[src/qdr_host_bridge_defs.svh]
`ifndef QDR_HOST_BRIDGE_DEFS_SVH
`define QDR_HOST_BRIDGE_DEFS_SVH

// cycles from the read grant to the first read beat on the sram data bus
// must be at least 2 for the valid shifter in the burst adapter
`define QDR_READ_LATENCY 9

// burst address width
// one burst address covers two 36-bit beats or eight host bytes
`define QDR_ADDR_W 29

`endif

[src/qdr_host_bridge_pkg.sv]
`default_nettype none

`include "qdr_host_bridge_defs.svh"

package qdr_host_bridge_pkg;

  // host register bus
  typedef logic [31:0] host_addr_t;
  typedef logic [31:0] host_data_t;
  typedef logic [3:0]  host_be_t;

  // sram side, one beat is four 9-bit lanes
  typedef logic [`QDR_ADDR_W-1:0] qdr_addr_t;
  typedef logic [35:0]            qdr_word_t;
  typedef logic [3:0]             qdr_be_t;

  typedef enum logic [1:0] {
    PORT_IDLE,
    PORT_REQ,
    PORT_DROP
  } port_state_e;

  typedef enum logic [1:0] {
    ADP_IDLE,
    ADP_WAIT,
    ADP_COLLECT,
    ADP_FINAL
  } adapter_state_e;

endpackage

`default_nettype wire

[src/host_port.sv]
`default_nettype none

module host_port
  import qdr_host_bridge_pkg::*;
(
  input  logic       qdr_clk,
  input  logic       qdr_rst,
  input  logic       host_en,
  input  logic       host_rnw,
  input  host_addr_t host_addr,
  input  host_data_t host_datai,
  input  host_be_t   host_be,
  input  logic       xfer_ack,
  input  host_data_t rd_data,
  output logic       host_ack,
  output host_data_t host_datao,
  output logic       xfer_req,
  output host_addr_t xfer_addr,
  output logic       xfer_rnw,
  output host_data_t xfer_data,
  output host_be_t   xfer_be
);

  port_state_e state;

  // request is a pure state decode so it comes straight off a flop
  assign xfer_req = (state == PORT_REQ);

  always_ff @(posedge qdr_clk) begin
    if (qdr_rst) begin
      state    <= PORT_IDLE;
      host_ack <= 1'b0;
    end else begin
      host_ack <= 1'b0;
      case (state)
        PORT_IDLE: begin
          if (host_en) begin
            state <= PORT_REQ;
          end
        end
        PORT_REQ: begin
          // adapter finished the burst, release the request
          if (xfer_ack) begin
            state <= PORT_DROP;
          end
        end
        PORT_DROP: begin
          // wait for the acknowledge to fall before closing the access
          if (!xfer_ack) begin
            state    <= PORT_IDLE;
            host_ack <= 1'b1;
          end
        end
        default: state <= PORT_IDLE;
      endcase
    end
  end

  // command held stable for the whole handshake
  always_ff @(posedge qdr_clk) begin
    if (state == PORT_IDLE && host_en) begin
      xfer_addr <= host_addr;
      xfer_rnw  <= host_rnw;
      xfer_data <= host_datai;
      xfer_be   <= host_be;
    end
  end

  // read data stays until the next read completes
  always_ff @(posedge qdr_clk) begin
    if (state == PORT_REQ && xfer_ack && xfer_rnw) begin
      host_datao <= rd_data;
    end
  end

  a_host_en_idle: assert property (@(posedge qdr_clk) disable iff (qdr_rst)
    host_en |-> state == PORT_IDLE);

endmodule

`default_nettype wire

[src/qdr_burst_adapter.sv]
`default_nettype none

`include "qdr_host_bridge_defs.svh"

module qdr_burst_adapter
  import qdr_host_bridge_pkg::*;
(
  input  logic       qdr_clk,
  input  logic       qdr_rst,
  input  logic       xfer_req,
  input  host_addr_t xfer_addr,
  input  logic       xfer_rnw,
  input  host_data_t xfer_data,
  input  host_be_t   xfer_be,
  input  logic       qdr_ack,
  input  qdr_word_t  qdr_q,
  output logic       xfer_ack,
  output host_data_t rd_data,
  output logic       qdr_req,
  output logic       qdr_r,
  output logic       qdr_w,
  output qdr_addr_t  qdr_addr,
  output qdr_word_t  qdr_d,
  output qdr_be_t    qdr_be
);

  adapter_state_e state;

  host_addr_t addr_q;
  host_data_t data_q;
  host_be_t   be_q;
  logic       rnw_q;

  // high during the second beat of the burst
  logic beat_one;
  // selects the beat that holds the host word
  logic beat_sel;
  logic rd_launch;
  logic [`QDR_READ_LATENCY-1:0] rd_vld;
  host_data_t q_bytes;
  logic take_beat;

  assign beat_sel  = addr_q[2];
  assign rd_launch = (state == ADP_WAIT) && qdr_ack && rnw_q;

  // drop the ninth bit of every lane
  assign q_bytes = {qdr_q[34:27], qdr_q[25:18], qdr_q[16:9], qdr_q[7:0]};

  assign take_beat = (state == ADP_FINAL) ||
                     (state == ADP_COLLECT && rnw_q && rd_vld[`QDR_READ_LATENCY-1] && !beat_sel);

  assign qdr_req  = (state == ADP_WAIT);
  assign qdr_r    = qdr_req & rnw_q;
  assign qdr_w    = qdr_req & ~rnw_q;
  assign qdr_addr = addr_q[`QDR_ADDR_W+2:3];
  assign qdr_d    = {1'b0, data_q[31:24], 1'b0, data_q[23:16],
                     1'b0, data_q[15:8], 1'b0, data_q[7:0]};
  assign qdr_be   = (beat_one == beat_sel) ? be_q : '0;

  // a request still high while xfer_ack is up is the one already served
  always_ff @(posedge qdr_clk) begin
    if (state == ADP_IDLE && xfer_req && !xfer_ack) begin
      addr_q <= xfer_addr;
      data_q <= xfer_data;
      be_q   <= xfer_be;
      rnw_q  <= xfer_rnw;
    end
  end

  always_ff @(posedge qdr_clk) begin
    if (qdr_rst) begin
      state    <= ADP_IDLE;
      xfer_ack <= 1'b0;
      beat_one <= 1'b0;
      rd_vld   <= '0;
    end else begin
      beat_one <= (state == ADP_WAIT) && qdr_ack;
      rd_vld   <= {rd_vld[`QDR_READ_LATENCY-2:0], rd_launch};

      // fourth phase of the handshake
      if (xfer_ack && !xfer_req) begin
        xfer_ack <= 1'b0;
      end

      case (state)
        ADP_IDLE: begin
          if (xfer_req && !xfer_ack) begin
            state <= ADP_WAIT;
          end
        end
        ADP_WAIT: begin
          if (qdr_ack) begin
            state <= ADP_COLLECT;
          end
        end
        ADP_COLLECT: begin
          if (!rnw_q) begin
            // write is done once beat 1 has gone out
            state    <= ADP_IDLE;
            xfer_ack <= 1'b1;
          end else if (rd_vld[`QDR_READ_LATENCY-1]) begin
            if (!beat_sel) begin
              state    <= ADP_IDLE;
              xfer_ack <= 1'b1;
            end else begin
              state <= ADP_FINAL;
            end
          end
        end
        ADP_FINAL: begin
          state    <= ADP_IDLE;
          xfer_ack <= 1'b1;
        end
        default: state <= ADP_IDLE;
      endcase
    end
  end

  always_ff @(posedge qdr_clk) begin
    if (take_beat) begin
      rd_data <= q_bytes;
    end
  end

  // under back-pressure the burst must not move
  a_req_held: assert property (@(posedge qdr_clk) disable iff (qdr_rst)
    qdr_req && !qdr_ack |=> qdr_req && $stable(qdr_addr) && $stable(qdr_d));

endmodule

`default_nettype wire

[src/qdr_cmd_issue.sv]
`default_nettype none

module qdr_cmd_issue
  import qdr_host_bridge_pkg::*;
(
  input  logic      qdr_clk,
  input  logic      qdr_rst,
  input  logic      qdr_req,
  input  logic      qdr_r,
  input  logic      qdr_w,
  input  qdr_addr_t qdr_addr,
  input  qdr_word_t qdr_d,
  input  qdr_be_t   qdr_be,
  input  qdr_word_t sram_q,
  output logic      qdr_ack,
  output qdr_word_t qdr_q,
  output qdr_addr_t sram_addr,
  output logic      sram_r_n,
  output logic      sram_w_n,
  output qdr_word_t sram_d,
  output qdr_be_t   sram_bw_n
);

  // second beat of the burst in flight
  logic in_beat1;
  // same, but only for a write burst
  logic wr_beat1;
  logic wr_beat;

  // the port is busy for two cycles per burst
  assign qdr_ack = qdr_req && !in_beat1;
  assign wr_beat = (qdr_ack && qdr_w) || wr_beat1;

  // read data comes back unregistered
  assign qdr_q = sram_q;

  always_ff @(posedge qdr_clk) begin
    if (qdr_rst) begin
      in_beat1  <= 1'b0;
      wr_beat1  <= 1'b0;
      sram_r_n  <= 1'b1;
      sram_w_n  <= 1'b1;
      sram_bw_n <= '1;
    end else begin
      in_beat1  <= qdr_ack;
      wr_beat1  <= qdr_ack && qdr_w;
      sram_r_n  <= !(qdr_ack && qdr_r);
      sram_w_n  <= !(qdr_ack && qdr_w);
      // byte writes only on the two beats of a write
      sram_bw_n <= wr_beat ? ~qdr_be : '1;
    end
  end

  always_ff @(posedge qdr_clk) begin
    if (qdr_ack) begin
      sram_addr <= qdr_addr;
    end
    sram_d <= qdr_d;
  end

  a_one_strobe: assert property (@(posedge qdr_clk) disable iff (qdr_rst)
    !(!sram_r_n && !sram_w_n));

endmodule

`default_nettype wire

[src/qdr_host_bridge.sv]
`default_nettype none

module qdr_host_bridge
  import qdr_host_bridge_pkg::*;
(
  input  logic       qdr_clk,
  input  logic       qdr_rst,
  input  logic       host_en,
  input  logic       host_rnw,
  input  host_addr_t host_addr,
  input  host_data_t host_datai,
  input  host_be_t   host_be,
  input  qdr_word_t  sram_q,
  output logic       host_ack,
  output host_data_t host_datao,
  output qdr_addr_t  sram_addr,
  output logic       sram_r_n,
  output logic       sram_w_n,
  output qdr_word_t  sram_d,
  output qdr_be_t    sram_bw_n
);

  // host port to burst adapter
  logic       xfer_req;
  logic       xfer_ack;
  host_addr_t xfer_addr;
  logic       xfer_rnw;
  host_data_t xfer_data;
  host_be_t   xfer_be;
  host_data_t rd_data;

  // burst adapter to command issue
  logic      qdr_req;
  logic      qdr_ack;
  logic      qdr_r;
  logic      qdr_w;
  qdr_addr_t qdr_addr;
  qdr_word_t qdr_d;
  qdr_be_t   qdr_be;
  qdr_word_t qdr_q;

  host_port u_host_port (
    .qdr_clk    (qdr_clk),
    .qdr_rst    (qdr_rst),
    .host_en    (host_en),
    .host_rnw   (host_rnw),
    .host_addr  (host_addr),
    .host_datai (host_datai),
    .host_be    (host_be),
    .xfer_ack   (xfer_ack),
    .rd_data    (rd_data),
    .host_ack   (host_ack),
    .host_datao (host_datao),
    .xfer_req   (xfer_req),
    .xfer_addr  (xfer_addr),
    .xfer_rnw   (xfer_rnw),
    .xfer_data  (xfer_data),
    .xfer_be    (xfer_be)
  );

  qdr_burst_adapter u_burst_adapter (
    .qdr_clk   (qdr_clk),
    .qdr_rst   (qdr_rst),
    .xfer_req  (xfer_req),
    .xfer_addr (xfer_addr),
    .xfer_rnw  (xfer_rnw),
    .xfer_data (xfer_data),
    .xfer_be   (xfer_be),
    .qdr_ack   (qdr_ack),
    .qdr_q     (qdr_q),
    .xfer_ack  (xfer_ack),
    .rd_data   (rd_data),
    .qdr_req   (qdr_req),
    .qdr_r     (qdr_r),
    .qdr_w     (qdr_w),
    .qdr_addr  (qdr_addr),
    .qdr_d     (qdr_d),
    .qdr_be    (qdr_be)
  );

  qdr_cmd_issue u_cmd_issue (
    .qdr_clk   (qdr_clk),
    .qdr_rst   (qdr_rst),
    .qdr_req   (qdr_req),
    .qdr_r     (qdr_r),
    .qdr_w     (qdr_w),
    .qdr_addr  (qdr_addr),
    .qdr_d     (qdr_d),
    .qdr_be    (qdr_be),
    .sram_q    (sram_q),
    .qdr_ack   (qdr_ack),
    .qdr_q     (qdr_q),
    .sram_addr (sram_addr),
    .sram_r_n  (sram_r_n),
    .sram_w_n  (sram_w_n),
    .sram_d    (sram_d),
    .sram_bw_n (sram_bw_n)
  );

endmodule

`default_nettype wire

[config.mk]
export PLATFORM = sky130hd
export DESIGN_NAME = qdr_host_bridge
export DESIGN_NICKNAME = d
export VERILOG_FILES = /design/src/qdr_host_bridge_pkg.sv /design/src/host_port.sv /design/src/qdr_burst_adapter.sv /design/src/qdr_cmd_issue.sv /design/src/qdr_host_bridge.sv
export VERILOG_INCLUDE_DIRS = /design/src
export SDC_FILE = /design/constraint.sdc
export NUM_CORES = 1
export LEC_CHECK = 0
export BUFFER_PORTS_ARGS = -buffer_cell sky130_fd_sc_hd__buf_2
export CORE_MARGIN = 2
export CORE_UTILIZATION = 41
export DETAILED_ROUTE_END_ITERATION = 7
export GPL_TIMING_DRIVEN = 0
export PLACE_DENSITY = 0.72
export SLEW_MARGIN = 20
export SYNTH_ARGS = -nofsm -noshare
export SYNTH_HDL_FRONTEND = slang
export SYNTH_SLANG_ARGS = --single-unit
[constraint.sdc]
create_clock -name qdr_clk -period 11 [get_ports qdr_clk]
set_clock_uncertainty 0.1 [all_clocks]
set_input_delay 1.65 -clock qdr_clk [delete_from_list [all_inputs] [get_ports qdr_clk]]
set_output_delay 1.65 -clock qdr_clk [all_outputs]
set_load 0.05 [all_outputs]
# Word level (Yosys, flattened, before mapping)
# Index checks and enable logic that the tools add are counted.
[totals] register_bits=287 out_inout_bits=104 elab_cells=87 input_bits=108
[classes] muxes=17 n_reduce_logical=29 n_bitwise=6 n_eq_ne=12
[op_table] op="2-bit two-way mux" n=8
[op_table] op="1-bit logical AND" n=15
[op_table] op="2-bit inequality test, second input constant" n=4
[op_table] op="2-bit case mux with 4 select lines" n=1
[op_table] op="2-bit equality test, second input constant" n=3
[op_table] op="1-bit zero test" n=6
[op_table] op="2-bit case mux with 3 select lines" n=1
[op_table] op="3-bit AND reduction" n=2
[op_table] op="1-bit two-way mux" n=5
[op_table] op="2-bit by 1-bit equality test with 1-bit output, second input constant" n=2
[op_table] op="2-bit zero test" n=2
[op_table] op="4-bit two-way mux" n=1
[op_table] op="4-bit inverter" n=1
[op_table] op="2-bit OR reduction" n=2
[op_table] op="3-bit inequality test, second input constant" n=1
[op_table] op="1-bit inverter" n=3
[op_table] op="1-bit bitwise AND" n=2
[op_table] op="1-bit logical OR" n=2
[op_table] op="2-bit by 1-bit inequality test with 1-bit output, second input constant" n=1
[op_table] op="1-bit case mux with 2 select lines" n=1
[op_table] op="1-bit equality test" n=1

# Depth between registers and ports, before layout
# Gate-level depths: netlist of the first run.
[logic_depth] depth_word=8 mapped_depth=3 depth_no_buf=3

# By module
# From an unflattened synthesis of the first run, not the netlist that was laid out.
[unflattened] hier_cells=416 area_unflattened_um2=8982.4
[modules_own_cells] module="qdr_burst_adapter" cells_per_inst=182 seq_area_each_um2=3233.1 instances=1 area_each_um2=3707.3
[modules_own_cells] module="host_port" cells_per_inst=113 seq_area_each_um2=3093.0 instances=1 area_each_um2=3165.5
[modules_own_cells] module="qdr_cmd_issue" cells_per_inst=121 seq_area_each_um2=1751.7 instances=1 area_each_um2=2109.5

# Worst setup path after synthesis of the first run
# No wires, ideal clock.
[synth_timing] path_kind="register to register" from="register u_host_port.state[1]" to="register u_burst_adapter.state[0]" setup_ns=0.093 stages_incl_launch_ff=4 path_slack_ns=2.283 t_arrival_ns=8.525 n_path_buf=0 period_less_slack_ns=8.717 required_ns=10.807 cell_sequence="dfxtp_1 and2b_1 nor4b_1 o221a_2"
[synth_via] elab_chain_len=4
[synth_rtl] item="from (decl)" line="host_port.sv:24" rtl="port_state_e state;"
[synth_rtl] item="from (signal assigned)" line="host_port.sv:31" rtl="state <= PORT_IDLE;"
[synth_rtl] item="from (signal assigned)" line="host_port.sv:38" rtl="state <= PORT_REQ;"
[synth_rtl] item="from (signal assigned)" line="host_port.sv:44" rtl="state <= PORT_DROP;"
[synth_rtl] item="2-bit by 1-bit equality test with 1-bit output" line="host_port.sv:27" rtl="assign xfer_req = (state == PORT_REQ);"
[synth_rtl] item="1-bit logical AND" line="qdr_burst_adapter.sv:87" rtl="if (xfer_req && !xfer_ack) begin"
[synth_rtl] item="2-bit inequality test (no source line)"
[synth_rtl] item="3-bit AND reduction (no source line)"
[synth_rtl] item="to (signal assigned)" line="qdr_burst_adapter.sv:88" rtl="state <= ADP_WAIT;"
[synth_rtl] item="to (signal assigned)" line="qdr_burst_adapter.sv:93" rtl="state <= ADP_COLLECT;"
[synth_rtl] item="to (signal assigned)" line="qdr_burst_adapter.sv:99" rtl="state <= ADP_IDLE;"
[synth_rtl] item="to (decl)" line="qdr_burst_adapter.sv:27" rtl="adapter_state_e state;"
# Every way passes these cells.
# A chain may end at the register's enable or synchronous reset.

# Worst setup path after layout of the first run
[layout_timing] from="register u_host_port.host_datao[31]" to="output host_datao[31]"
[layout_lines] item="from (decl)" line="host_port.sv:16" rtl="output host_data_t host_datao,"
[layout_lines] item="from (signal assigned)" line="host_port.sv:72" rtl="host_datao <= rd_data;"
[layout_lines] item="to (decl)" line="qdr_host_bridge.sv:15" rtl="output host_data_t host_datao,"
# No word-level cell between the ends.

==> results of run 1 <==
-- Yosys cell counts --
master,number,area (sq um)
a211oi_1,1,7.51
a21oi_1,2,10.0
nor2b_1,10,62.6
a221oi_1,1,8.76
and3_1,2,12.5
nand2_1,6,22.5
xnor2_1,1,8.76
inv_1,3,11.3
and2b_1,1,7.51
inv_2,1,3.75
o21ai_0,2,10.0
or3b_4,1,11.3
nor2_1,2,7.51
and2_1,1,6.26
conb_1,1,3.75
o211a_1,1,10.0
nor4b_1,3,26.3
nand2b_1,3,18.8
buf_4,4,30.0
o221a_2,1,11.3
edfxtp_1,227,6820
clkbuf_1,1,3.75
or3_4,1,11.3
nand3b_1,2,15.0
dfxtp_1,55,1100
xor2_1,1,8.76
-- through the flow --
| step | area [sq um] | hold slack, ps |
|---|---|---|
| 2_1_floorplan | 8260 | 223 |
| 3_3_place_gp | 9600 | 224 |
| 3_5_place_dp | 9750 | 227 |
| 4_1_cts | 10600 | 239 |
| 5_1_grt | 10600 | 248 |
| 6_report | 10600 | 238 |
-- cells by family (layout without fill, tap and decap cells) --
| family | after synthesis | in the layout | share of synthesized area |
|---|---|---|---|
| compound gates | 8 | 8 | 0.00698 |
| flops | 282 | 282 | 0.960 |
| other cells | 1 | 4 | 0.000455 |
| simple gates | 32 | 32 | 0.0244 |
| buf+inv | 9 | 273 | 0.00592 |
| xor+xnor | 2 | 2 | 0.00212 |
-- flip-flops by register name (all words and copies together) (netlist names), 9 cells and up --
name,cells
u_burst_adapter.data_q,32
u_burst_adapter.rd_data,32
u_cmd_issue.sram_d,32
u_host_port.host_datao,32
u_host_port.xfer_data,32
u_burst_adapter.addr_q,30
u_host_port.xfer_addr,30
u_cmd_issue.sram_addr,29
u_burst_adapter.rd_vld,9
-- layout make-up --
cell class	instances	share of cell area
Sequential cell	282	0.746
Clock buffer	39	0.0698
Buffer	5	0.00318
Multi-Input combinational cell	46	0.0296
Timing Repair Buffer	214	0.107
Inverter	4	0.00141
Tap cell	265	0.0312
Clock inverter	11	0.0124
-- worst paths after layout --
kind	to	slack [ps]	cells past startpoint
worst min-delay path	u_cmd_issue.sram_d[34]	240	0
worst max-delay path	host_datao[31]	8100	1
worst min register to register	u_cmd_issue.sram_d[34]	240	0
worst max register to register	u_burst_adapter.data_q[7]	8300	6
-- per-layer routing --
| layer | wire (um) | vias to the layer above |
|---|---|---|
| li1 | - | 1764 |
| met1 | 5350 | 1814 |
| met2 | 6710 | 184 |
| met3 | 1280 | 29 |
| met4 | 338 | 0 |
| met5 | 0 | - |
-- power by group --
group	internal (mW)	switching, mW
sequential	1.21	0.0143
clock	0.537	0.352
combinational	0.0316	0.0890
total	1.78	0.456
==> run_results.csv, run 1 <==
group,metric,value,unit
routing,drt_iter0_drc,122,
min_path,hold_path.class,"reg -> reg",
die,initial_core_util,0.421,
clock_network,cts_inserted_buffers,27,
yosys,synth_area,0.00825,sq mm
placed_design,dp.cells,816,
layout,stdcell_count,866,
worst_setup_path,path_cells,"buf_2",
run,cap_violations,0,
die,coreArea,0.0196,sq mm
worst_setup_path,end_kind,"output port",
clock_network,cts_resized,0,
power_and_ir_drop,vdd_ir_drop_max,129,uV
layout,antennaDiodeCount,0,
routing,num_vias,3791,
global_route,grtUsageMet2,0.220,
layout,nets,688,
worst_setup_path,critPathLaunchType,"register",
clock_network,cts_tree,"yes",
global_route,met3_usage,0.0433,
routing,avgViaCountPerCell,4.38,
global_route,grt_pass1_vias,3989,
die,dieArea,0.0213,sq mm
worst_setup_path,cpPeakStageDelay,400,ps
sta,rsz0062_at_grt,"no",
min_path,min_from,"u_burst_adapter.data_q[31]",
clock_network,cts_max_path_buffers,3,
power_and_ir_drop,powerDensity,211,mW/mm^2
global_route,met1_usage,0.151,
layout,drive_above_1_share,0.441,
yosys,yosysWarningCount,0,
clock_network,clkSinkCount,282,
layout,regArea,0.00792,sq mm
worst_setup_path,cp-startpoint,"u_host_port.host_datao[31]",
sta,timing.slew.headroom,0.505,
global_route,grt_first_pass_wirelength,21600,um
yosys,syn-instance-count,334,
routing,dr.pass1.iters,4,
routing,drc,0,
sta,maxSlewViolCount,0,
worst_setup_path,r2r_start,"u_host_port.state[1]",
worst_setup_path,path_buf_inv,1,
sta,period_needed,2900,ps
sta,min_period_over_period,0.264,
clock_network,htreeDepth,1,
global_route,grt.busiest_layer,"met2",
layout,final_cell_mix,"edfxtp_1, buf_2, dfxtp_1, clkbuf_16, clkbuf_1",
sta,max_clock_freq,344,MHz
layout,layout_commonest_cell,"edfxtp_1",
placed_design,dp_slack,7710,ps
worst_setup_path,crit_type,"reg -> out",
routing,antenna_left,0,
die,die_w,146,um
global_route,grt_usage,0.128,
worst_setup_path,cp.arrival,1150,ps
power_and_ir_drop,p_leak,4.02,nW
layout,multi_input_area,314,sq um
global_route,antenna_found_initial,0,
global_route,grt_overflow_total,0,
worst_setup_path,cpMaxStageDelayCell,"edfxtp_1",
sta,tns,0,ps
routing,wl_per_cell,15.8,um
sta,setup_ws,8100,ps
routing,drt-total-wl,13700,um
die,placementRows,51,
layout,fillers,1514,
worst_setup_path,crit_path_max_fanout,1,
worst_setup_path,critPathRequiredTime,9250,ps
clock_network,clk_pin_slew,60,ps
clock_network,hold_buffers,0,
sta,worstMarginPinSlew,740,ps
placed_design,hpwl,9840,um
yosys,synth.distinct_cells,26,
sta,setup_viol,0,
placed_design,place.port_buffers,201,
die,io_pins,212,
yosys,syn_avg_cell_area,24.7,sq um
clock_network,post_cts_buffers,0,
global_route,grt_max_degree,33,
power_and_ir_drop,total_power,2.24,mW
outcome,outcome,"completed",
clock_network,clock_latency,520,ps
layout,post-route-util,0.542,
worst_setup_path,crit_family,"flip-flops",
clock_network,root_buffer,"clkbuf_16",
placed_design,place_congestion,0.738,
yosys,ys_seq_elements,282,
layout,area_growth,28.8,%
yosys,seq_area_frac_synth,0.960,
die,die_y,146,um
sta,hold_viol,0,
No activity file was read; power rests on OpenSTA's default activity.
==> inputs of run 2 (changes only) <==
==> constraint.sdc (replaced) <==
create_clock -name qdr_clk -period 2.85 [get_ports qdr_clk]
set_clock_uncertainty 0.1 [all_clocks]
set_input_delay 0.4275 -clock qdr_clk [delete_from_list [all_inputs] [get_ports qdr_clk]]
set_output_delay 0.4275 -clock qdr_clk [all_outputs]
set_load 0.05 [all_outputs]
==> run_results.csv, run 2 (synthesis results as in run 1) <==
group,metric,value,unit
worst_setup_path,crit_type,"reg -> reg",
power_and_ir_drop,powerDensity,767,mW/mm^2
die,die_w,146,um
layout,area_growth,41.7,%
die,io_pins,212,
global_route,met1_usage,0.173,
die,initial_core_util,0.421,
outcome,outcome,"completed",
clock_network,clk_pin_slew,60,ps
global_route,met3_usage,0.0476,
power_and_ir_drop,clockPowerShare,0.406,
sta,worstMarginPinSlew,722,ps
global_route,grt_usage,0.150,
min_path,hold_depth,2,
layout,layout_commonest_cell,"edfxtp_1",
worst_setup_path,end_kind,"register",
global_route,grtUsageMet2,0.262,
global_route,grt_overflow_total,0,
routing,num_vias,4250,
routing,drc,0,
sta,period_needed,2200,ps
routing,dr.pass1.iters,4,
sta,min_period_over_period,0.771,
sta,tns,0,ps
global_route,grt_pass1_vias,4551,
clock_network,cts_resized,0,
die,coreArea,0.0196,sq mm
worst_setup_path,rr_worst_depth,5,
min_path,hold_path.class,"in -> reg",
routing,drt_iter0_drc,208,
clock_network,cts_inserted_buffers,28,
clock_network,htreeDepth,1,
sta,setup_viol,0,
worst_setup_path,critPathRequiredTime,2980,ps
power_and_ir_drop,swShare,0.212,
placed_design,hpwl,9710,um
worst_setup_path,crit_path_max_fanout,12,
power_and_ir_drop,combPwrFrac,0.066,
worst_setup_path,cp.arrival,2330,ps
power_and_ir_drop,intPower,7.06,mW
clock_network,cts_tree,"yes",
global_route,grt_max_degree,33,
die,die_y,146,um
placed_design,place_congestion,0.780,
sta,hold_viol,0,
layout,antennaDiodeCount,0,
clock_network,cts_max_path_buffers,3,
power_and_ir_drop,vdd_ir_drop_max,619,uV
layout,post-route-util,0.596,
worst_setup_path,critPathLaunchType,"register",
routing,antenna_left,0,
clock_network,clkSinkCount,282,
clock_network,root_buffer,"clkbuf_16",
run,cap_violations,0,
sta,max_clock_freq,455,MHz
sta,timing.slew.headroom,0.519,
routing,avgViaCountPerCell,4.41,
routing,wl_per_cell,16.7,um
layout,final_cell_mix,"edfxtp_1, buf_2, dlygate4sd3_1, dfxtp_1, clkbuf_16",
layout,drive_above_1_share,0.384,
sta,maxSlewViolCount,0,
power_and_ir_drop,p_sw,1.90,mW
routing,drt-total-wl,16100,um
layout,nets,784,
global_route,grt_first_pass_wirelength,24900,um
sta,rsz0062_at_grt,"no",
die,dieArea,0.0213,sq mm
placed_design,place.port_buffers,201,
clock_network,clock_latency,530,ps
power_and_ir_drop,pwr-share-seq,0.528,
die,placementRows,51,
global_route,grt.busiest_layer,"met2",
global_route,antenna_found_initial,0,
power_and_ir_drop,p_leak,4.45,nW
==> run 2: cell count changes in the layout (fill, tap and decap cells not counted), moves of 2 or more <==
cell,change
clkinvlp_4,+4
clkbuf_1,-6
clkinv_1,+2
buf_4,+3
buf_2,-9
clkbuf_16,+4
dlygate4sd3_1,+99
==> run 2: area by class of cell <==
type,count,area [sq um]
well taps,265,332
clock buffers,36,805
multi-input cells,46,323
plain buffers,5,33.8
inverters,4,15.0
repair buffers,309,2120
clock inverters,16,135
flip-flops and latches,282,7920
fillers,1398,7910
==> run 2: worst paths after layout <==
check                                               start                         end  slack, ps
worst max-delay path                 u_host_port.state[0]  u_burst_adapter.data_q[26]        650
worst min-delay path                              qdr_rst   u_burst_adapter.rd_vld[8]         60
worst max register to register       u_host_port.state[0]  u_burst_adapter.data_q[26]        650
worst min register to register  u_burst_adapter.data_q[9]      u_cmd_issue.sram_d[10]        240
==> run 2: power by group through the flow <==
stage          clock, mW  sequential, mW  combinational [mW]
2_1_floorplan          0            4.99              0.0957
3_3_place_gp           0            4.82               0.436
3_5_place_dp           0            4.82               0.480
4_1_cts             3.72            4.73               0.590
5_1_grt             3.90            4.75               0.623
6_report            3.64            4.73               0.588
==> run 2: per-layer routing <==
metal  part of all wire  vias up
met4              0.034        0
met5                  0        -
met2               0.50      193
met3              0.080       41
met1               0.39     2055
li1                   -     1961
==> run 2: critical path, cell delays in order (launching register included) <==
cell,delay [ps]
dfxtp_1,420
and2b_1,200
nor4b_4,590
buf_6,230
buf_4,190
buf_8,170
==> run 2: repair_timing <==
action | 4_1_cts | 5_1_grt
hold buffers | 99 | 0
setup buffers | 0 | 0
endpoints found under the setup margin | 0 | 0
hold endpoints to repair | 99 | 0
==> run 2: stage by stage <==
stage	hold slack, ps	total power [mW]	cells	cell area (sq um)	setup WS [ps]
2_1_floorplan	223	5.09	337	8280	-527
3_3_place_gp	224	5.26	803	9610	-1600
3_5_place_dp	227	5.30	812	9750	653
4_1_cts	26.8	9.04	963	11700	630
5_1_grt	53.2	9.27	963	11700	510
6_report	57.7	8.96	963	11700	653
==> inputs of run 3 (changes only) <==
--- a/config.mk
+++ b/config.mk
@@ -11,7 +11,7 @@
 export CORE_UTILIZATION = 41
 export DETAILED_ROUTE_END_ITERATION = 7
 export GPL_TIMING_DRIVEN = 0
-export PLACE_DENSITY = 0.72
+export PLACE_DENSITY = 0.75
 export SLEW_MARGIN = 20
 export SYNTH_ARGS = -nofsm -noshare
 export SYNTH_HDL_FRONTEND = slang
==> constraint.sdc (replaced) <==
create_clock -name qdr_clk -period 2 [get_ports qdr_clk]
set_clock_uncertainty 0.1 [all_clocks]
set_input_delay 0.3 -clock qdr_clk [delete_from_list [all_inputs] [get_ports qdr_clk]]
set_output_delay 0.3 -clock qdr_clk [all_outputs]
set_load 0.05 [all_outputs]
==> run_results.csv, run 3 (synthesis results as in run 1) <==
group,metric,value,unit
placed_design,hpwl,9600,um
sta,fin_hold_ws,80.2,ps
die,placementRows,51,
routing,avgViaCountPerCell,4.36,
worst_setup_path,cp.arrival,2010,ps
sta,maxSlewViolCount,0,
clock_network,cts_inserted_buffers,28,
die,initial_core_util,0.421,
sta,period_needed,1880,ps
die,io_pins,212,
global_route,grt_max_degree,33,
placed_design,dp.cells,811,
sta,setup_ws,120,ps
clock_network,htreeDepth,1,
die,die_y,146,um
clock_network,clkSinkCount,282,
layout,stdcell_count,966,
layout,regArea,0.00792,sq mm
worst_setup_path,cpMaxStageDelayCell,"dfxtp_1",
layout,final_cell_mix,"edfxtp_1, buf_2, dlygate4sd3_1, dfxtp_1, clkbuf_16",
worst_setup_path,critPathLaunchType,"register",
sta,worstMarginPinSlew,732,ps
worst_setup_path,rrSetupSlack,120,ps
sta,max_clock_freq,532,MHz
placed_design,dp_slack,-171,ps
worst_setup_path,path_cells,"and2b_1 > nor4b_4 > buf_4 > buf_6 > buf_6",
die,coreArea,0.0196,sq mm
routing,num_vias,4213,
clock_network,clk_pin_slew,60,ps
power_and_ir_drop,total_power,12.6,mW
worst_setup_path,crit_type,"reg -> reg",
global_route,grt_usage,0.147,
die,die_w,146,um
global_route,antenna_found_initial,1,
global_route,grt_overflow_total,0,
layout,drive_above_1_share,0.391,
clock_network,cts_tree,"yes",
global_route,grt_first_pass_wirelength,24600,um
layout,multi_input_area,337,sq um
sta,min_period_over_period,0.940,
power_and_ir_drop,p_leak,4.46,nW
routing,drc,0,
power_and_ir_drop,vdd_ir_drop_max,798,uV
worst_setup_path,path_common_cell,"buf_6",
min_path,hold_path.class,"in -> reg",
sta,hold_viol,0,
routing,drt-total-wl,15900,um
worst_setup_path,critPathRequiredTime,2120,ps
die,dieArea,0.0213,sq mm
routing,wl_per_cell,16.5,um
outcome,outcome,"completed",
run,cap_violations,0,
clock_network,cts_max_path_buffers,3,
placed_design,place.port_buffers,201,
power_and_ir_drop,powerDensity,1080,mW/mm^2
sta,rsz0062_at_grt,"no",
placed_design,placed_cell_area,0.00973,sq mm
layout,layout_commonest_cell,"edfxtp_1",
sta,timing.slew.headroom,0.511,
placed_design,place_congestion,0.753,
layout,nets,787,
clock_network,root_buffer,"clkbuf_16",
routing,drt_iter0_drc,184,
worst_setup_path,cpPeakStageDelay,420,ps
sta,setup_viol,0,
layout,design_area,0.0117,sq mm
worst_setup_path,end_kind,"register",
worst_setup_path,crit_path_max_fanout,21,
layout,area_growth,41.7,%
layout,fillers,1387,
routing,dr.pass1.iters,4,
clock_network,clock_latency,530,ps
global_route,grt_pass1_vias,4579,
routing,antenna_left,0,
-- run 3: changes by cell type in the layout (fill, tap and decap cells not counted), moves of 3 or more --
cell,before,now
buf_6,1,4
clkbuf_1,5,2
clkinvlp_4,4,1
clkinv_2,6,10
-- run 3: per-stage QoR --
stage,util,TNS (ps)
detailed placement,0.497,-2780
finish,0.597,0
floorplan,-,-137980
CTS,0.596,0
global route,0.596,0
global placement,0.491,-276440
-- run 3: power by group --
part	total (mW)	switching (mW)	internal, mW	leakage, nW
logic	0.846	0.532	0.314	1.44
registers	6.75	0.0851	6.66	2.56
clock network	5.04	2.13	2.91	0.460
total	12.6	2.75	9.88	4.46
-- run 3: layout make-up --
| class | instances | area share |
|---|---|---|
| sequential | 282 | 0.678 |
| timing repair buffer | 311 | 0.182 |
| clock buffer | 33 | 0.0660 |
| multi-input combinational | 47 | 0.0288 |
| tap | 265 | 0.0284 |
| clock inverter | 18 | 0.0125 |
| buffer | 5 | 0.00289 |
| inverter | 4 | 0.00139 |
| antenna | 1 | 0.000214 |
-- run 3: critical path, delay by kind of cell (launching register included) --
kind,cells,cell delay (ps)
buffers and inverters,3,570
flip-flops,1,420
AND/OR/NAND/NOR,2,490
-- run 3: path summary, 6_finish.rpt --
check	end	depth (start not counted)	from
hold reg to reg	u_cmd_issue.sram_d[25]	0	u_burst_adapter.data_q[23]
hold / removal	u_host_port.state[0]	3	host_en
setup / recovery	u_burst_adapter.data_q[9]	5	u_host_port.state[0]
setup reg to reg	u_burst_adapter.data_q[9]	5	u_host_port.state[0]
-- run 3: layer usage --
metal  vias to the layer above  global-route usage  wire length [um]
li1                       1969                   -                 -
met1                      2024               0.172              6400
met2                       190               0.262              7950
met3                        30              0.0433              1190
met4                         0              0.0451               355
met5                         -                   0                 0
-- run 3: what timing repair did --
action                     CTS  global route
cloned                       0             1
hold buffers               100             0
setup buffers                3             1
gates resized for setup      1             2
hold endpoints to repair   105             0
setup endpoints to repair   26            74
